===== config.mk =====
export PLATFORM = sky130hd
export DESIGN_NAME = lane_deskew_top
export DESIGN_NICKNAME = d
export VERILOG_FILES = /design/src/logic/deskew_pkg.sv /design/src/logic/deskew_fsm.sv /design/src/logic/skew_counters.sv /design/src/logic/lane_delay_line.sv /design/src/logic/lane_deskew_top.sv
export VERILOG_INCLUDE_DIRS = /design/src /design/src/logic
export SDC_FILE = /design/constraint.sdc
export NUM_CORES = 1
export LEC_CHECK = 0
export BUFFER_PORTS_ARGS = -buffer_cell sky130_fd_sc_hd__buf_2
export CAP_MARGIN = 10
export CORE_ASPECT_RATIO = 1.25
export CORE_MARGIN = 2
export CORE_UTILIZATION = 24
export CTS_BUF_LIST = sky130_fd_sc_hd__clkbuf_8
export DETAILED_ROUTE_END_ITERATION = 16
export PLACE_DENSITY = 0.36
export SLEW_MARGIN = 20
export SYNTH_ARGS = -nofsm -noshare
export SYNTH_HDL_FRONTEND = slang
export SYNTH_SLANG_ARGS = --single-unit

===== constraint.sdc =====
create_clock -name i_clock -period 133 [get_ports i_clock]
set_clock_uncertainty 0.2 [all_clocks]
set_input_delay 6.65 -clock i_clock [delete_from_list [all_inputs] [get_ports i_clock]]
set_output_delay 6.65 -clock i_clock [all_outputs]
set_load 0.1 [all_outputs]

===== src/logic/deskew_cfg.svh =====
`ifndef DESKEW_CFG_SVH
`define DESKEW_CFG_SVH

// Number of receive lanes, 20 for a full multi-lane link
`define DESKEW_N_LANES 4

// Payload width of one lane word
`define DESKEW_WORD_W 16

// First skew in beats that is rejected
`define DESKEW_MAX_SKEW 16

// One extra bit so that a count of DESKEW_MAX_SKEW itself fits
`define DESKEW_CNT_W ($clog2(`DESKEW_MAX_SKEW) + 1)

`endif


===== src/logic/deskew_pkg.sv =====
`include "deskew_cfg.svh"

package deskew_pkg;

  // One lane beat as it travels through the deskew stage
  typedef struct packed {
    logic [`DESKEW_WORD_W-1:0] word;   // Lane payload
    logic                      marker; // Alignment marker seen on this beat
  } lane_beat_t;

  // Skew count and per-lane delay
  typedef logic [`DESKEW_CNT_W-1:0] skew_count_t;

  // One flag per lane
  typedef logic [`DESKEW_N_LANES-1:0] lane_mask_t;

  // Deskew controller states
  typedef enum logic [1:0] {
    INIT        = 2'd0,
    COUNT       = 2'd1,
    DESKEW_DONE = 2'd2
  } deskew_state_t;

endpackage


===== src/logic/deskew_fsm.sv =====
`timescale 1ns/1ns
`include "deskew_cfg.svh"

module deskew_fsm
(
  input  logic                    i_clock,
  input  logic                    i_reset,
  input  logic                    i_enable,
  input  logic                    i_resync,
  input  deskew_pkg::lane_mask_t  i_start_of_lane,
  input  deskew_pkg::skew_count_t i_common_counter,
  output logic                    o_enable_counters,
  output logic                    o_stop_common_counter,
  output logic                    o_set_fifo_delay,
  output deskew_pkg::lane_mask_t  o_stop_lane_counters,
  output logic                    o_align_status,
  output logic                    o_valid_skew
);

  import deskew_pkg::*;

  deskew_state_t state;
  deskew_state_t state_next;
  lane_mask_t    arrived;       // Sticky marker arrival per lane
  lane_mask_t    arrived_next;
  logic          align_status;
  logic          align_status_next;
  logic          valid_skew;
  logic          valid_skew_next;
  logic          invalid_skew;
  logic          all_arrived;

  assign invalid_skew = (i_common_counter >= skew_count_t'(`DESKEW_MAX_SKEW));
  assign all_arrived  = &arrived;

  // Resync restarts the search exactly like reset
  always_ff @(posedge i_clock)
  begin
    if (i_reset || i_resync)
    begin
      state        <= INIT;
      arrived      <= '0;
      align_status <= 1'b0;
      valid_skew   <= 1'b0;
    end
    else if (i_enable)
    begin
      state        <= state_next;
      arrived      <= arrived_next;
      align_status <= align_status_next;
      valid_skew   <= valid_skew_next;
    end
  end

  always_comb
  begin
    state_next            = state;
    arrived_next          = arrived;
    align_status_next     = 1'b0;
    valid_skew_next       = 1'b0;
    o_set_fifo_delay      = 1'b0;
    o_stop_common_counter = 1'b0;

    case (state)
      INIT:
      begin
        // First marker on any lane starts the measurement
        if (|i_start_of_lane)
        begin
          state_next   = COUNT;
          arrived_next = i_start_of_lane;
        end
      end

      COUNT:
      begin
        arrived_next = arrived | i_start_of_lane;
        if (invalid_skew)
        begin
          state_next   = INIT;        // Skew too large, start over
          arrived_next = '0;
        end
        else if (all_arrived)
        begin
          state_next            = DESKEW_DONE;
          align_status_next     = 1'b1;
          valid_skew_next       = 1'b1;
          o_set_fifo_delay      = i_enable; // Held to one clock across stalls
          o_stop_common_counter = i_enable;
        end
      end

      DESKEW_DONE:
      begin
        // Alignment holds until reset or resync
        align_status_next = 1'b1;
        valid_skew_next   = 1'b1;
      end

      default:
      begin
        state_next   = INIT;
        arrived_next = '0;
      end
    endcase
  end

  assign o_enable_counters    = (state == COUNT);
  assign o_stop_lane_counters = arrived;
  assign o_align_status       = align_status;
  assign o_valid_skew         = valid_skew;

endmodule


===== src/logic/skew_counters.sv =====
`timescale 1ns/1ns
`include "deskew_cfg.svh"

module skew_counters
(
  input  logic                                            i_clock,
  input  logic                                            i_reset,
  input  logic                                            i_enable,
  input  logic                                            i_resync,
  input  logic                                            i_enable_counters,
  input  logic                                            i_stop_common_counter,
  input  deskew_pkg::lane_mask_t                          i_stop_lane_counters,
  output deskew_pkg::skew_count_t                         o_common_counter,
  output deskew_pkg::skew_count_t [`DESKEW_N_LANES-1:0]   o_lane_delay
);

  import deskew_pkg::*;

  localparam skew_count_t MAX_DELAY = skew_count_t'(`DESKEW_MAX_SKEW - 1);

  skew_count_t                         common_count;
  skew_count_t [`DESKEW_N_LANES-1:0]   lane_count;

  // Gap between the latest lane and this one, clamped to the delay line depth
  function automatic skew_count_t sat_delay(skew_count_t common, skew_count_t lane);
    skew_count_t diff;
    diff = common - lane;
    if (diff > MAX_DELAY)
      return MAX_DELAY;
    return diff;
  endfunction

  // Common counter ends up holding the largest skew
  always_ff @(posedge i_clock)
  begin
    if (i_reset || i_resync)
      common_count <= '0;
    else if (i_enable)
    begin
      if (!i_enable_counters)
        common_count <= '0;   // Idle, ready for the next measurement
      else if (!i_stop_common_counter)
        common_count <= common_count + skew_count_t'(1);
    end
  end

  // Each lane counts until its own marker has arrived
  always_ff @(posedge i_clock)
  begin
    if (i_reset || i_resync)
      lane_count <= '0;
    else if (i_enable)
    begin
      for (int lane = 0; lane < `DESKEW_N_LANES; lane++)
      begin
        if (!i_enable_counters)
          lane_count[lane] <= '0;
        else if (!i_stop_lane_counters[lane])
          lane_count[lane] <= lane_count[lane] + skew_count_t'(1);
      end
    end
  end

  always_comb
  begin
    for (int lane = 0; lane < `DESKEW_N_LANES; lane++)
      o_lane_delay[lane] = sat_delay(common_count, lane_count[lane]);
  end

  assign o_common_counter = common_count;

endmodule


===== src/logic/lane_delay_line.sv =====
`timescale 1ns/1ns
`include "deskew_cfg.svh"

module lane_delay_line
(
  input  logic                    i_clock,
  input  logic                    i_reset,
  input  logic                    i_enable,
  input  logic                    i_load,
  input  deskew_pkg::skew_count_t i_delay,
  input  deskew_pkg::lane_beat_t  i_beat,
  output deskew_pkg::lane_beat_t  o_beat
);

  import deskew_pkg::*;

  localparam int DEPTH = `DESKEW_MAX_SKEW;
  localparam int TAP_W = $clog2(DEPTH);

  lane_beat_t [DEPTH-1:0] taps;      // Entry 0 is the live input
  lane_beat_t [DEPTH-2:0] history;   // Older beats, newest at index 0
  logic [TAP_W-1:0]       tap_sel;

  assign taps = {history, i_beat};

  // Markers cleared so that stale entries never look like alignment
  always_ff @(posedge i_clock)
  begin
    if (i_reset)
    begin
      for (int k = 0; k < DEPTH - 1; k++)
        history[k].marker <= 1'b0;
    end
    else if (i_enable)
      history <= taps[DEPTH-2:0];
  end

  // Tap follows the delay computed at the end of the measurement
  always_ff @(posedge i_clock)
  begin
    if (i_reset)
      tap_sel <= '0;
    else if (i_enable && i_load)
    begin
      if (i_delay > skew_count_t'(DEPTH - 1))
        tap_sel <= TAP_W'(DEPTH - 1);
      else
        tap_sel <= i_delay[TAP_W-1:0];
    end
  end

  // Output register adds the fixed one beat of latency
  always_ff @(posedge i_clock)
  begin
    if (i_reset)
      o_beat.marker <= 1'b0;
    else if (i_enable)
      o_beat <= taps[tap_sel];
  end

endmodule


===== src/logic/lane_deskew_top.sv =====
`timescale 1ns/1ns
`include "deskew_cfg.svh"

module lane_deskew_top
(
  input  logic                                           i_clock,
  input  logic                                           i_reset,
  input  logic                                           i_enable,
  input  logic                                           i_am_lock,
  input  logic                                           i_resync,
  input  deskew_pkg::lane_beat_t [`DESKEW_N_LANES-1:0]   i_lanes,
  output deskew_pkg::lane_beat_t [`DESKEW_N_LANES-1:0]   o_lanes,
  output logic                                           o_align_status,
  output logic                                           o_valid_skew
);

  import deskew_pkg::*;

  lane_mask_t                          start_of_lane;   // Qualified marker flags
  lane_mask_t                          stop_lane_counters;
  logic                                enable_counters;
  logic                                stop_common_counter;
  logic                                set_fifo_delay;
  skew_count_t                         common_counter;
  skew_count_t [`DESKEW_N_LANES-1:0]   lane_delay;

  // Markers only count while upstream marker lock is up
  always_comb
  begin
    for (int lane = 0; lane < `DESKEW_N_LANES; lane++)
      start_of_lane[lane] = i_lanes[lane].marker & i_enable & i_am_lock;
  end

  deskew_fsm deskew_fsm_i
  (
    .i_clock               (i_clock),
    .i_reset               (i_reset),
    .i_enable              (i_enable),
    .i_resync              (i_resync),
    .i_start_of_lane       (start_of_lane),
    .i_common_counter      (common_counter),
    .o_enable_counters     (enable_counters),
    .o_stop_common_counter (stop_common_counter),
    .o_set_fifo_delay      (set_fifo_delay),
    .o_stop_lane_counters  (stop_lane_counters),
    .o_align_status        (o_align_status),
    .o_valid_skew          (o_valid_skew)
  );

  skew_counters skew_counters_i
  (
    .i_clock               (i_clock),
    .i_reset               (i_reset),
    .i_enable              (i_enable),
    .i_resync              (i_resync),
    .i_enable_counters     (enable_counters),
    .i_stop_common_counter (stop_common_counter),
    .i_stop_lane_counters  (stop_lane_counters),
    .o_common_counter      (common_counter),
    .o_lane_delay          (lane_delay)
  );

  // One delay line per lane, all loaded by the same pulse
  for (genvar g = 0; g < `DESKEW_N_LANES; g++)
  begin : g_lane
    lane_delay_line lane_delay_line_i
    (
      .i_clock  (i_clock),
      .i_reset  (i_reset),
      .i_enable (i_enable),
      .i_load   (set_fifo_delay),
      .i_delay  (lane_delay[g]),
      .i_beat   (i_lanes[g]),
      .o_beat   (o_lanes[g])
    );
  end

endmodule


==> impl_metrics.csv, run 1 <==
group,metric,value,unit
status,status,"complete, no violations",
clocking,cts_root_buffer,"clkbuf_8",
synth,syn-num-nets,2088,
grt,grt_pass1_vias,22400,
detailed_routing,drc,0,
clocking,cts_tree,"yes",
timing,slew_headroom,30.2,%
critical_path,path_cells,"buf_4 -> inv_2 -> nor2_4 -> buf_6 -> buf_4 -> buf_4 -> buf_4",
clocking,cts_buffers,198,
floorplan,die_area,0.186,sq mm
floorplan,coreArea,0.182,sq mm
detailed_routing,finalWirelength,90200,microns
detailed_routing,via_per_inst,4.21,
min_path,hold_path.class,"reg2reg",
layout,drive_gt1_share,32.1,%
power,power-per-cell-area,14.6,mW/mm^2
clocking,postCtsSetupBuffers,0,
floorplan,start_util,24.1,%
synth,seq_area_frac_synth,75.1,%
critical_path,endpoint_kind,"flop",
timing,worst_slew_pin_slew,1.05,ns
timing,finalCritPeriodShare,8.33,%
power,vdd_drop_max,7.19,uV
detailed_routing,dr.pass1.iters,5,
critical_path,critPathKind,"in2reg",
critical_path,worstPathMaxFanout,89,
detailed_routing,num_vias,20300,
timing,timing.fmax,90.3,MHz
synth,synth_edf_count,1024,
timing,setup_viol,0,
timing,report.final.slew_viol_count,0,
layout,nNetsFinal,2354,
floorplan,chipWidth,387,microns
synth,syn_inst,1986,
timing,hold_slack,0.211,ns
timing,rsz0062_at_grt,"no",
placement,io_buffers,142,
synth,ys.flop_type,"edfxtp_1",
timing,hold_viol_final,0,
synth,synth_seq_cells,1136,
synth,async_flop_share,0,%
timing,period_needed,11.08,ns
synth,syn_avg_cell_area,22.1,sq um
clocking,cts.path.max_buffers,3,
critical_path,crit_path_top_delay_cell,"buf_4",
critical_path,cp_data_required_time,133.29,ns
grt,grt_pass1_wl,140000,microns
clocking,cts_sinks,1136,
clocking,cts_htree_levels,4,
layout,stdcell_area,0.0512,sq mm
timing,setup_tns,0,ns
floorplan,rows,175,
synth,synth_cell_types,46,
timing,layout_setup_ws,121.92,ns
grt,antenna_found_initial,10,
clocking,clk_latency,0.88,ns
layout,syn_to_final_growth,16.6,%
placement,place_area,0.0472,sq mm
grt,grtUsageTotal,9.64,%
placement,place_hpwl,47500,microns
run,cap_violations,0,
critical_path,rr_worst_depth,3,
detailed_routing,drt_iter0_drc,1468,
clocking,holdBufCountCts,0,
clocking,ctsResizeCount,0,
synth,netlist_area,0.0439,sq mm
grt,grt_max_degree,202,
placement,place_congestion,0.703,
layout,layout_commonest_cell,"edfxtp_1",
placement,post-place-ws,119.94,ns
floorplan,fp.dieH,482,microns
critical_path,cp-start-kind,"input port",
clocking,clkTransAtPathRegs,0.06,ns
detailed_routing,ant_nets,0,
power,leakage,16.2,nW
layout,final_core_util,28.1,%
synth,yosys_warnings,0,
floorplan,ios,143,
detailed_routing,wl_per_cell,18.7,microns
critical_path,cpMostUsedCell,"buf_4",
critical_path,arrival,11.36,ns
min_path,min_path_cells,0,
grt,grt-ovfl-total,0,
layout,final_cell_mix,"edfxtp_1, mux4_2, clkbuf_8",
critical_path,slowest_delay,0.90,ns
==> final timing paths <==
| path | start | endpoint | slack (ns) |
|---|---|---|---|
| worst max register to register | g_lane[3].lane_delay_line_i.tap_sel[0] | g_lane[3].lane_delay_line_i.o_beat[10] | 129.81 |
| worst min register to register | g_lane[3].lane_delay_line_i.history[64] | g_lane[3].lane_delay_line_i.history[81] | 0.21 |
| worst max-delay path | i_enable | g_lane[0].lane_delay_line_i.history[249] | 121.92 |
| worst min-delay path | g_lane[3].lane_delay_line_i.history[64] | g_lane[3].lane_delay_line_i.history[81] | 0.21 |
==> registers in the layout, summed over array words and instances (netlist names) <==
signal / count
deskew_fsm_i.o_align_status: 1
deskew_fsm_i.o_stop_lane_counters: 4
deskew_fsm_i.state: 2
g_lane.lane_delay_line_i.history: 1020
g_lane.lane_delay_line_i.o_beat: 68
g_lane.lane_delay_line_i.tap_sel: 16
skew_counters_i.lane_count: 20
skew_counters_i.o_common_counter: 5
==> area by class of cell <==
type                            instances  area [sq um]
Clock buffer                          211          2900
Sequential cell                      1136         33000
Timing Repair Buffer                  174          1040
Clock inverter                        162           976
Multi-Input combinational cell        713         10200
Antenna cell                            6          15.0
Fill cell                           17900        131000
Inverter                               29           109
Tap cell                             2389          2990
==> cell usage after synthesis, types with 3 or more instances <==
library cell | instances | area (sq um)
a211oi_1 | 12 | 90.1
a21o_1 | 4 | 30.0
a21oi_1 | 24 | 120
a221oi_1 | 4 | 35.0
a31oi_1 | 4 | 25.0
and3_1 | 4 | 25.0
buf_1 | 4 | 15.0
buf_2 | 37 | 185
buf_4 | 14 | 105
buf_6 | 22 | 248
clkbuf_1 | 30 | 113
dfxtp_1 | 112 | 2240
edfxtp_1 | 1024 | 30700
fa_1 | 4 | 80.1
ha_1 | 25 | 313
inv_1 | 28 | 105
mux2i_1 | 73 | 731
mux4_2 | 332 | 7480
nand2_1 | 19 | 71.3
nand3_1 | 9 | 45.0
nand4_1 | 15 | 93.8
nor2_1 | 108 | 405
nor2b_1 | 5 | 31.3
nor3_2 | 3 | 30.0
o211ai_1 | 6 | 45.0
o21a_1 | 4 | 30.0
o21ai_0 | 9 | 45.0
o31ai_2 | 3 | 37.5
o32a_1 | 3 | 30.0
or3_1 | 3 | 18.8
xnor2_1 | 9 | 78.8
xor2_1 | 19 | 166
==> report_power, final <==
part | leakage, nW | internal (W) | switching [W]
sequential | 10.5 | 0.000403 | 0.00000579
clock | 2.19 | 0.000166 | 0.000150
combinational | 3.47 | 0.00000772 | 0.0000172
==> metrics by stage <==
step | cells | total power [W]
global route | 4816 | 0.000787
CTS | 4811 | 0.000770
detailed placement | 4438 | 0.000441
global placement | 4438 | 0.000440
floorplan | 1986 | 0.000454
finish | 4820 | 0.000750
==> kinds of logic (layout without fill, tap and decap cells) <==
| group | count (synthesis) | after routing | synth area share (%) |
|---|---|---|---|
| other cells | 0 | 6 | 0 |
| fa+ha+maj | 29 | 29 | 0.895 |
| buf+inv | 137 | 576 | 1.77 |
| mux | 405 | 405 | 18.7 |
| xor+xnor | 28 | 28 | 0.558 |
| simple gates | 173 | 173 | 1.75 |
| compound gates | 78 | 78 | 1.21 |
| flops | 1136 | 1136 | 75.1 |
==> routing by layer <==
metal | part of all wire (%) | GRT usage [%] | vias up | wire length (microns)
met5 | 0.068 | 0 | - | 61
met3 | 6.1 | 3.03 | 184 | 5500
li1 | - | - | 8876 | -
met2 | 47 | 14.9 | 471 | 42200
met4 | 2.5 | 3.67 | 10 | 2300
met1 | 45 | 12.7 | 10700 | 40200
==> critical path, delay by kind of cell <==
kind                   cells  cell delay (ns)
AND/OR/NAND/NOR            1             0.41
buffers and inverters      6             4.10
(Power assumes the default switching activity.)
==> run 2, diff against run 1 <==
PLACE_DENSITY = 0.37   (was 0.36)
clock period = 9.8 ns   (was 133 ns; I/O delays follow)
==> run 2 against run 1 <==
Against the previous run: non-clock buffer count up 118; combinational power rose to 15 times the previous value; core utilization up 0.51 points; critical path depth down 1; largest cell class unchanged; global-route usage about the same; worst setup slack worse by 120 ns; routed wire length down 0.90%; critical path type unchanged; cell area up 1.8%; sequential power rose to 14 times the previous value.
==> impl_metrics.csv, run 2 (synthesis gave the netlist of run 1 again) <==
group,metric,value,unit
placement,io_buffers,142,
min_path,min_to,"g_lane[0].lane_delay_line_i.history[9]",
floorplan,start_util,24.1,%
detailed_routing,finalWirelength,89400,microns
timing,setup_tns,0,ns
detailed_routing,wl_per_cell,18.2,microns
layout,largest_reg_flops,1020,
min_path,min_path_cells,2,
clocking,cts_root_buffer,"clkbuf_8",
placement,place_congestion,0.715,
clocking,ctsResizeCount,0,
floorplan,fp.dieH,482,microns
detailed_routing,drt_iter0_drc,1446,
critical_path,path_cells,"dlygate4sd3_1 -> buf_4 -> inv_6 -> nor2_4 -> buf_12 -> buf_4",
timing,period_needed,4.08,ns
critical_path,arrival,4.38,ns
grt,grt_max_degree,194,
clocking,cts.path.max_buffers,3,
timing,rsz0062_at_grt,"no",
detailed_routing,drc,0,
critical_path,slowest_delay,0.92,ns
timing,finalCritPeriodShare,41.6,%
critical_path,crit_family,"buffers and inverters",
critical_path,endpoint_kind,"flop",
timing,slew_headroom,11.1,%
grt,antenna_found_initial,3,
floorplan,die_area,0.186,sq mm
grt,grt_pass1_vias,23000,
critical_path,r2r-end,"g_lane[1].lane_delay_line_i.o_beat[8]",
layout,syn_to_final_growth,18.7,%
critical_path,rr_startpoint,"g_lane[1].lane_delay_line_i.tap_sel[0]",
layout,final_cell_mix,"edfxtp_1, mux4_2, clkbuf_8",
timing,report.final.slew_viol_count,0,
layout,layout_commonest_cell,"edfxtp_1",
power,power-per-cell-area,191,mW/mm^2
grt,grt_pass1_wl,141000,microns
status,status,"complete, no violations",
critical_path,worst-path-stages,6,
power,vdd_drop_max,99.1,uV
grt,grt-ovfl-total,0,
critical_path,crit_buf_inv,5,
timing,hold_viol_final,0,
layout,nNetsFinal,2470,
floorplan,ios,143,
layout,largestRegisters,"g_lane.lane_delay_line_i.history x1020, g_lane.lane_delay_line_i.o_beat x68, skew_counters_i.lane_count x20",
clocking,clkTransAtPathRegs,0.06,ns
critical_path,ff2ff_setup_slack,6.61,ns
floorplan,coreArea,0.182,sq mm
clocking,cts_tree,"yes",
floorplan,rows,175,
critical_path,cp_data_required_time,10.10,ns
min_path,hold_path.class,"in2reg",
critical_path,cp-start-kind,"input port",
timing,setup_viol,0,
clocking,clk_latency,0.90,ns
detailed_routing,dr.pass1.iters,5,
critical_path,worstPathMaxFanout,174,
detailed_routing,num_vias,20800,
detailed_routing,ant_nets,0,
placement,place_hpwl,46800,microns
clocking,cts_buffers,196,
clocking,cts_htree_levels,4,
min_path,min_from,"i_lanes[9]",
layout,top_register,"g_lane.lane_delay_line_i.history",
placement,place_area,0.0472,sq mm
power,leakage,16.6,nW
clocking,cts_sinks,1136,
critical_path,crit_path_top_delay_cell,"buf_4",
timing,timing.fmax,245,MHz
grt,grtUsageTotal,9.63,%
critical_path,cpMostUsedCell,"buf_4",
critical_path,rr_worst_depth,3,
floorplan,chipWidth,387,microns
detailed_routing,via_per_inst,4.22,
run,cap_violations,0,
layout,stdcell_area,0.0521,sq mm
timing,worst_slew_pin_slew,1.33,ns
critical_path,critPathKind,"in2reg",
layout,drive_gt1_share,30.0,%
## run 2: changes by cell type in the layout (fill, tap and decap cells not counted), sizes merged, moves of 5 or more
| cell | previous run | this run |
|---|---|---|
| clkinv | 82 | 73 |
| buf | 174 | 168 |
| bufinv | 10 | 4 |
| inv | 93 | 105 |
| clkbuf | 211 | 206 |
| dlygate4sd3 | 0 | 124 |
## run 2: per-stage QoR
stage	instances	utilization (%)	hold slack [ns]	total power [W]	setup WS, ns
finish	4926	28.7	0.173	0.00998	5.72
global route	4925	28.7	0.0848	0.0105	5.58
CTS	4923	28.6	0.00140	0.0102	5.93
detailed placement	4435	26.0	0.227	0.00599	5.38
global placement	4435	26.0	0.228	0.00597	5.62
floorplan	1986	-	0.221	0.00596	-6.77
## run 2: cell type report
| class | instances | area [sq um] |
|---|---|---|
| sequential | 1136 | 33000 |
| inverter | 29 | 114 |
| timing repair buffer | 292 | 2200 |
| multi-input combinational | 713 | 10200 |
| antenna | 3 | 7.51 |
| tap | 2389 | 2990 |
| clock inverter | 158 | 812 |
| fill | 17800 | 130000 |
| clock buffer | 206 | 2840 |
## run 2: where the power goes
group / internal, W / leakage, nW / switching [W]
clock: 0.00206 / 2.11 / 0.00199
combinational: 0.000134 / 3.95 / 0.000241
sequential: 0.00547 / 10.5 / 0.0000794
total: 0.00766 / 16.6 / 0.00231
## run 2: how the worst max path moves through the flow
stage	startpoint	to
after floorplan	i_enable	g_lane[0].lane_delay_line_i.history[100]
after global placement	i_enable	g_lane[3].lane_delay_line_i.history[10]
after detailed placement	i_enable	g_lane[3].lane_delay_line_i.history[10]
after CTS	i_enable	g_lane[3].lane_delay_line_i.history[163]
after global routing	i_enable	g_lane[3].lane_delay_line_i.history[61]
final	i_enable	g_lane[3].lane_delay_line_i.o_beat[2]
## run 2: per-layer routing
metal / wire length [microns] / part of all wire [%] / global-route usage (%)
met4: 2660 / 3.0 / 4.20
met2: 40700 / 46 / 14.7
met5: 0 / 0 / 0
met1: 41900 / 47 / 12.9
met3: 4150 / 4.6 / 2.56
## run 2: worst register-to-register path, cell delays in order, from the launching register on
cell	delay, ns
dfxtp_4	0.76
buf_4	0.85
mux4_2	0.64
mux4_2	0.49
## run 2: what timing repair did
item,4_1_cts,5_1_grt
hold buffers,124,0
buffers inserted,0,0
setup endpoints to repair,0,0
hold endpoints to repair,232,0
==> run 3, diff against run 2 <==
PLACE_DENSITY = 0.36   (was 0.37)
clock period = 4.1 ns   (was 9.8 ns; I/O delays follow)
==> run 3 against run 2 <==
Against the previous run: flip-flop and latch count is the same; cell area up 1.4%; critical path depth up 3; die area stayed put; cell count grew 1.0%; global-route usage up 0.19 points; first-iteration DRC count fell by 2.6%; non-clock buffer count grew 51; sequential share of layout area fell by 0.87 points; critical path type unchanged; highest routed layer is now met5.
==> impl_metrics.csv, run 3 (synthesis gave the netlist of run 1 again) <==
group,metric,value,unit
status,status,"complete, no violations",
clocking,cts_tree,"yes",
placement,place_hpwl,49400,microns
timing,setup_tns,0,ns
critical_path,worstPathMaxFanout,42,
timing,layout_setup_ws,0.779,ns
layout,syn_to_final_growth,20.4,%
critical_path,endpoint_kind,"flop",
critical_path,endpoint,"deskew_fsm_i.o_stop_lane_counters[3]",
grt,grt_pass1_vias,23200,
power,power-per-cell-area,457,mW/mm^2
critical_path,rr_startpoint,"deskew_fsm_i.state[0]",
timing,period_needed,3.32,ns
critical_path,arrival,3.89,ns
detailed_routing,num_vias,20900,
critical_path,critPathKind,"in2reg",
timing,slew_headroom,36.6,%
layout,final_core_util,29.1,%
clocking,cts_root_buffer,"clkbuf_8",
run,cap_violations,0,
detailed_routing,drc,0,
floorplan,ios,143,
timing,timing.fmax,301,MHz
grt,grt_pass1_wl,143000,microns
placement,post-place-ws,1.20,ns
clocking,clk_latency,0.92,ns
detailed_routing,drt_iter0_drc,1409,
floorplan,start_util,24.1,%
clocking,cts_sinks,1136,
layout,largest_reg_flops,1020,
floorplan,die_area,0.186,sq mm
detailed_routing,ant_nets,0,
detailed_routing,wl_per_cell,18.3,microns
critical_path,r2r-end,"deskew_fsm_i.o_stop_lane_counters[3]",
detailed_routing,finalWirelength,91200,microns
critical_path,rr_worst_depth,9,
timing,hold_viol_final,0,
layout,layout_commonest_cell,"edfxtp_1",
power,leakage,16.9,nW
grt,grtUsageTotal,9.82,%
placement,place_congestion,0.708,
power,vdd_drop_max,212,uV
grt,antenna_found_initial,5,
timing,report.final.slew_viol_count,0,
critical_path,cp_data_required_time,4.67,ns
grt,grt_max_degree,131,
clocking,cts_htree_levels,4,
clocking,postCtsSetupBuffers,0,
layout,largestRegisters,"g_lane.lane_delay_line_i.history x1020, g_lane.lane_delay_line_i.o_beat x68, skew_counters_i.lane_count x20",
critical_path,ff2ff_setup_slack,0.95,ns
floorplan,fp.dieH,482,microns
detailed_routing,via_per_inst,4.20,
detailed_routing,dr.pass1.iters,5,
critical_path,cp-startpoint,"i_enable",
placement,io_buffers,142,
layout,top_register,"g_lane.lane_delay_line_i.history",
floorplan,chipWidth,387,microns
floorplan,coreArea,0.182,sq mm
timing,worst_slew_pin_slew,0.950,ns
layout,drive_gt1_share,30.7,%
min_path,hold_path.class,"in2reg",
timing,setup_viol,0,
clocking,cts_buffers,197,
critical_path,cp-start-kind,"input port",
grt,grt-ovfl-total,0,
layout,nNetsFinal,2522,
timing,rsz0062_at_grt,"no",
floorplan,rows,175,
layout,final_cell_mix,"edfxtp_1, mux4_2, clkbuf_8",
timing,finalCritPeriodShare,81.0,%
clocking,cts.path.max_buffers,3,
clocking,clkTransAtPathRegs,0.06,ns
## run 3: cell types whose count changed in the layout (fill, tap and decap cells not counted), sizes merged
cell         delta
clkbuf          -3
clkinv          +3
buf            +25
inv             +2
dlygate4sd3    +26
bufinv          +2
clkinvlp        -4
## run 3: metrics by stage
stage	power [W]	instances	cell area (sq um)	hold slack (ns)
floorplan	0.0142	1986	44000	0.104
global placement	0.0143	4460	47600	0.197
detailed placement	0.0143	4460	47600	0.197
CTS	0.0248	4974	52900	0.0117
global route	0.0253	4975	52900	0.0919
finish	0.0242	4977	52900	0.178
## run 3: what timing repair did
item	in CTS	in global routing
resized for setup	0	0
hold endpoints to repair	1264	0
hold buffers	150	0
## run 3: area by class of cell
cell class / instances / area (sq um)
clock inverters: 161 / 953
multi-input cells: 713 / 10200
inverters: 29 / 114
diodes: 3 / 7.51
flip-flops and latches: 1136 / 33000
well taps: 2389 / 2990
repair buffers: 343 / 2830
fillers: 17700 / 129000
clock buffers: 203 / 2790
## run 3: how the worst min path moves through the flow
stage          depth (start not counted)        start                                       to  slack [ns]
2_1_floorplan                          0  i_lanes[10]  g_lane[0].lane_delay_line_i.history[10]        0.10
3_3_place_gp                           1  i_lanes[23]   g_lane[1].lane_delay_line_i.history[6]        0.20
3_5_place_dp                           1  i_lanes[46]  g_lane[2].lane_delay_line_i.history[12]        0.20
4_1_cts                                4  i_lanes[17]   g_lane[1].lane_delay_line_i.history[0]        0.01
5_1_grt                                4  i_lanes[17]   g_lane[1].lane_delay_line_i.history[0]        0.09
6_report                               4  i_lanes[17]   g_lane[1].lane_delay_line_i.history[0]        0.18
## run 3: layer usage
layer	track usage [%]	routed length (microns)	up-vias
li1	-	-	9193
met3	2.62	4610	204
met1	13.3	42600	11000
met4	4.26	2740	4
met5	0	18	-
met2	14.8	41200	460
## run 3: worst max-delay path, stage by stage
cell and delay, ns:
dlygate4sd3_1 0.53, buf_4 0.52, buf_4 0.67, o2111ai_2 0.23, or2_1 0.35, a21oi_1 0.16
dlygate4sd3_1 0.58, nor3_2 0.04, dlygate4sd3_1 0.55
## run 3: power by group
part           internal [W]  leakage, nW  total [W]  switching, W
sequential           0.0131         10.5     0.0133      0.000189
clock               0.00504         2.17    0.00995       0.00491
combinational      0.000355         4.25   0.000944      0.000589
total                0.0185         16.9     0.0242       0.00568
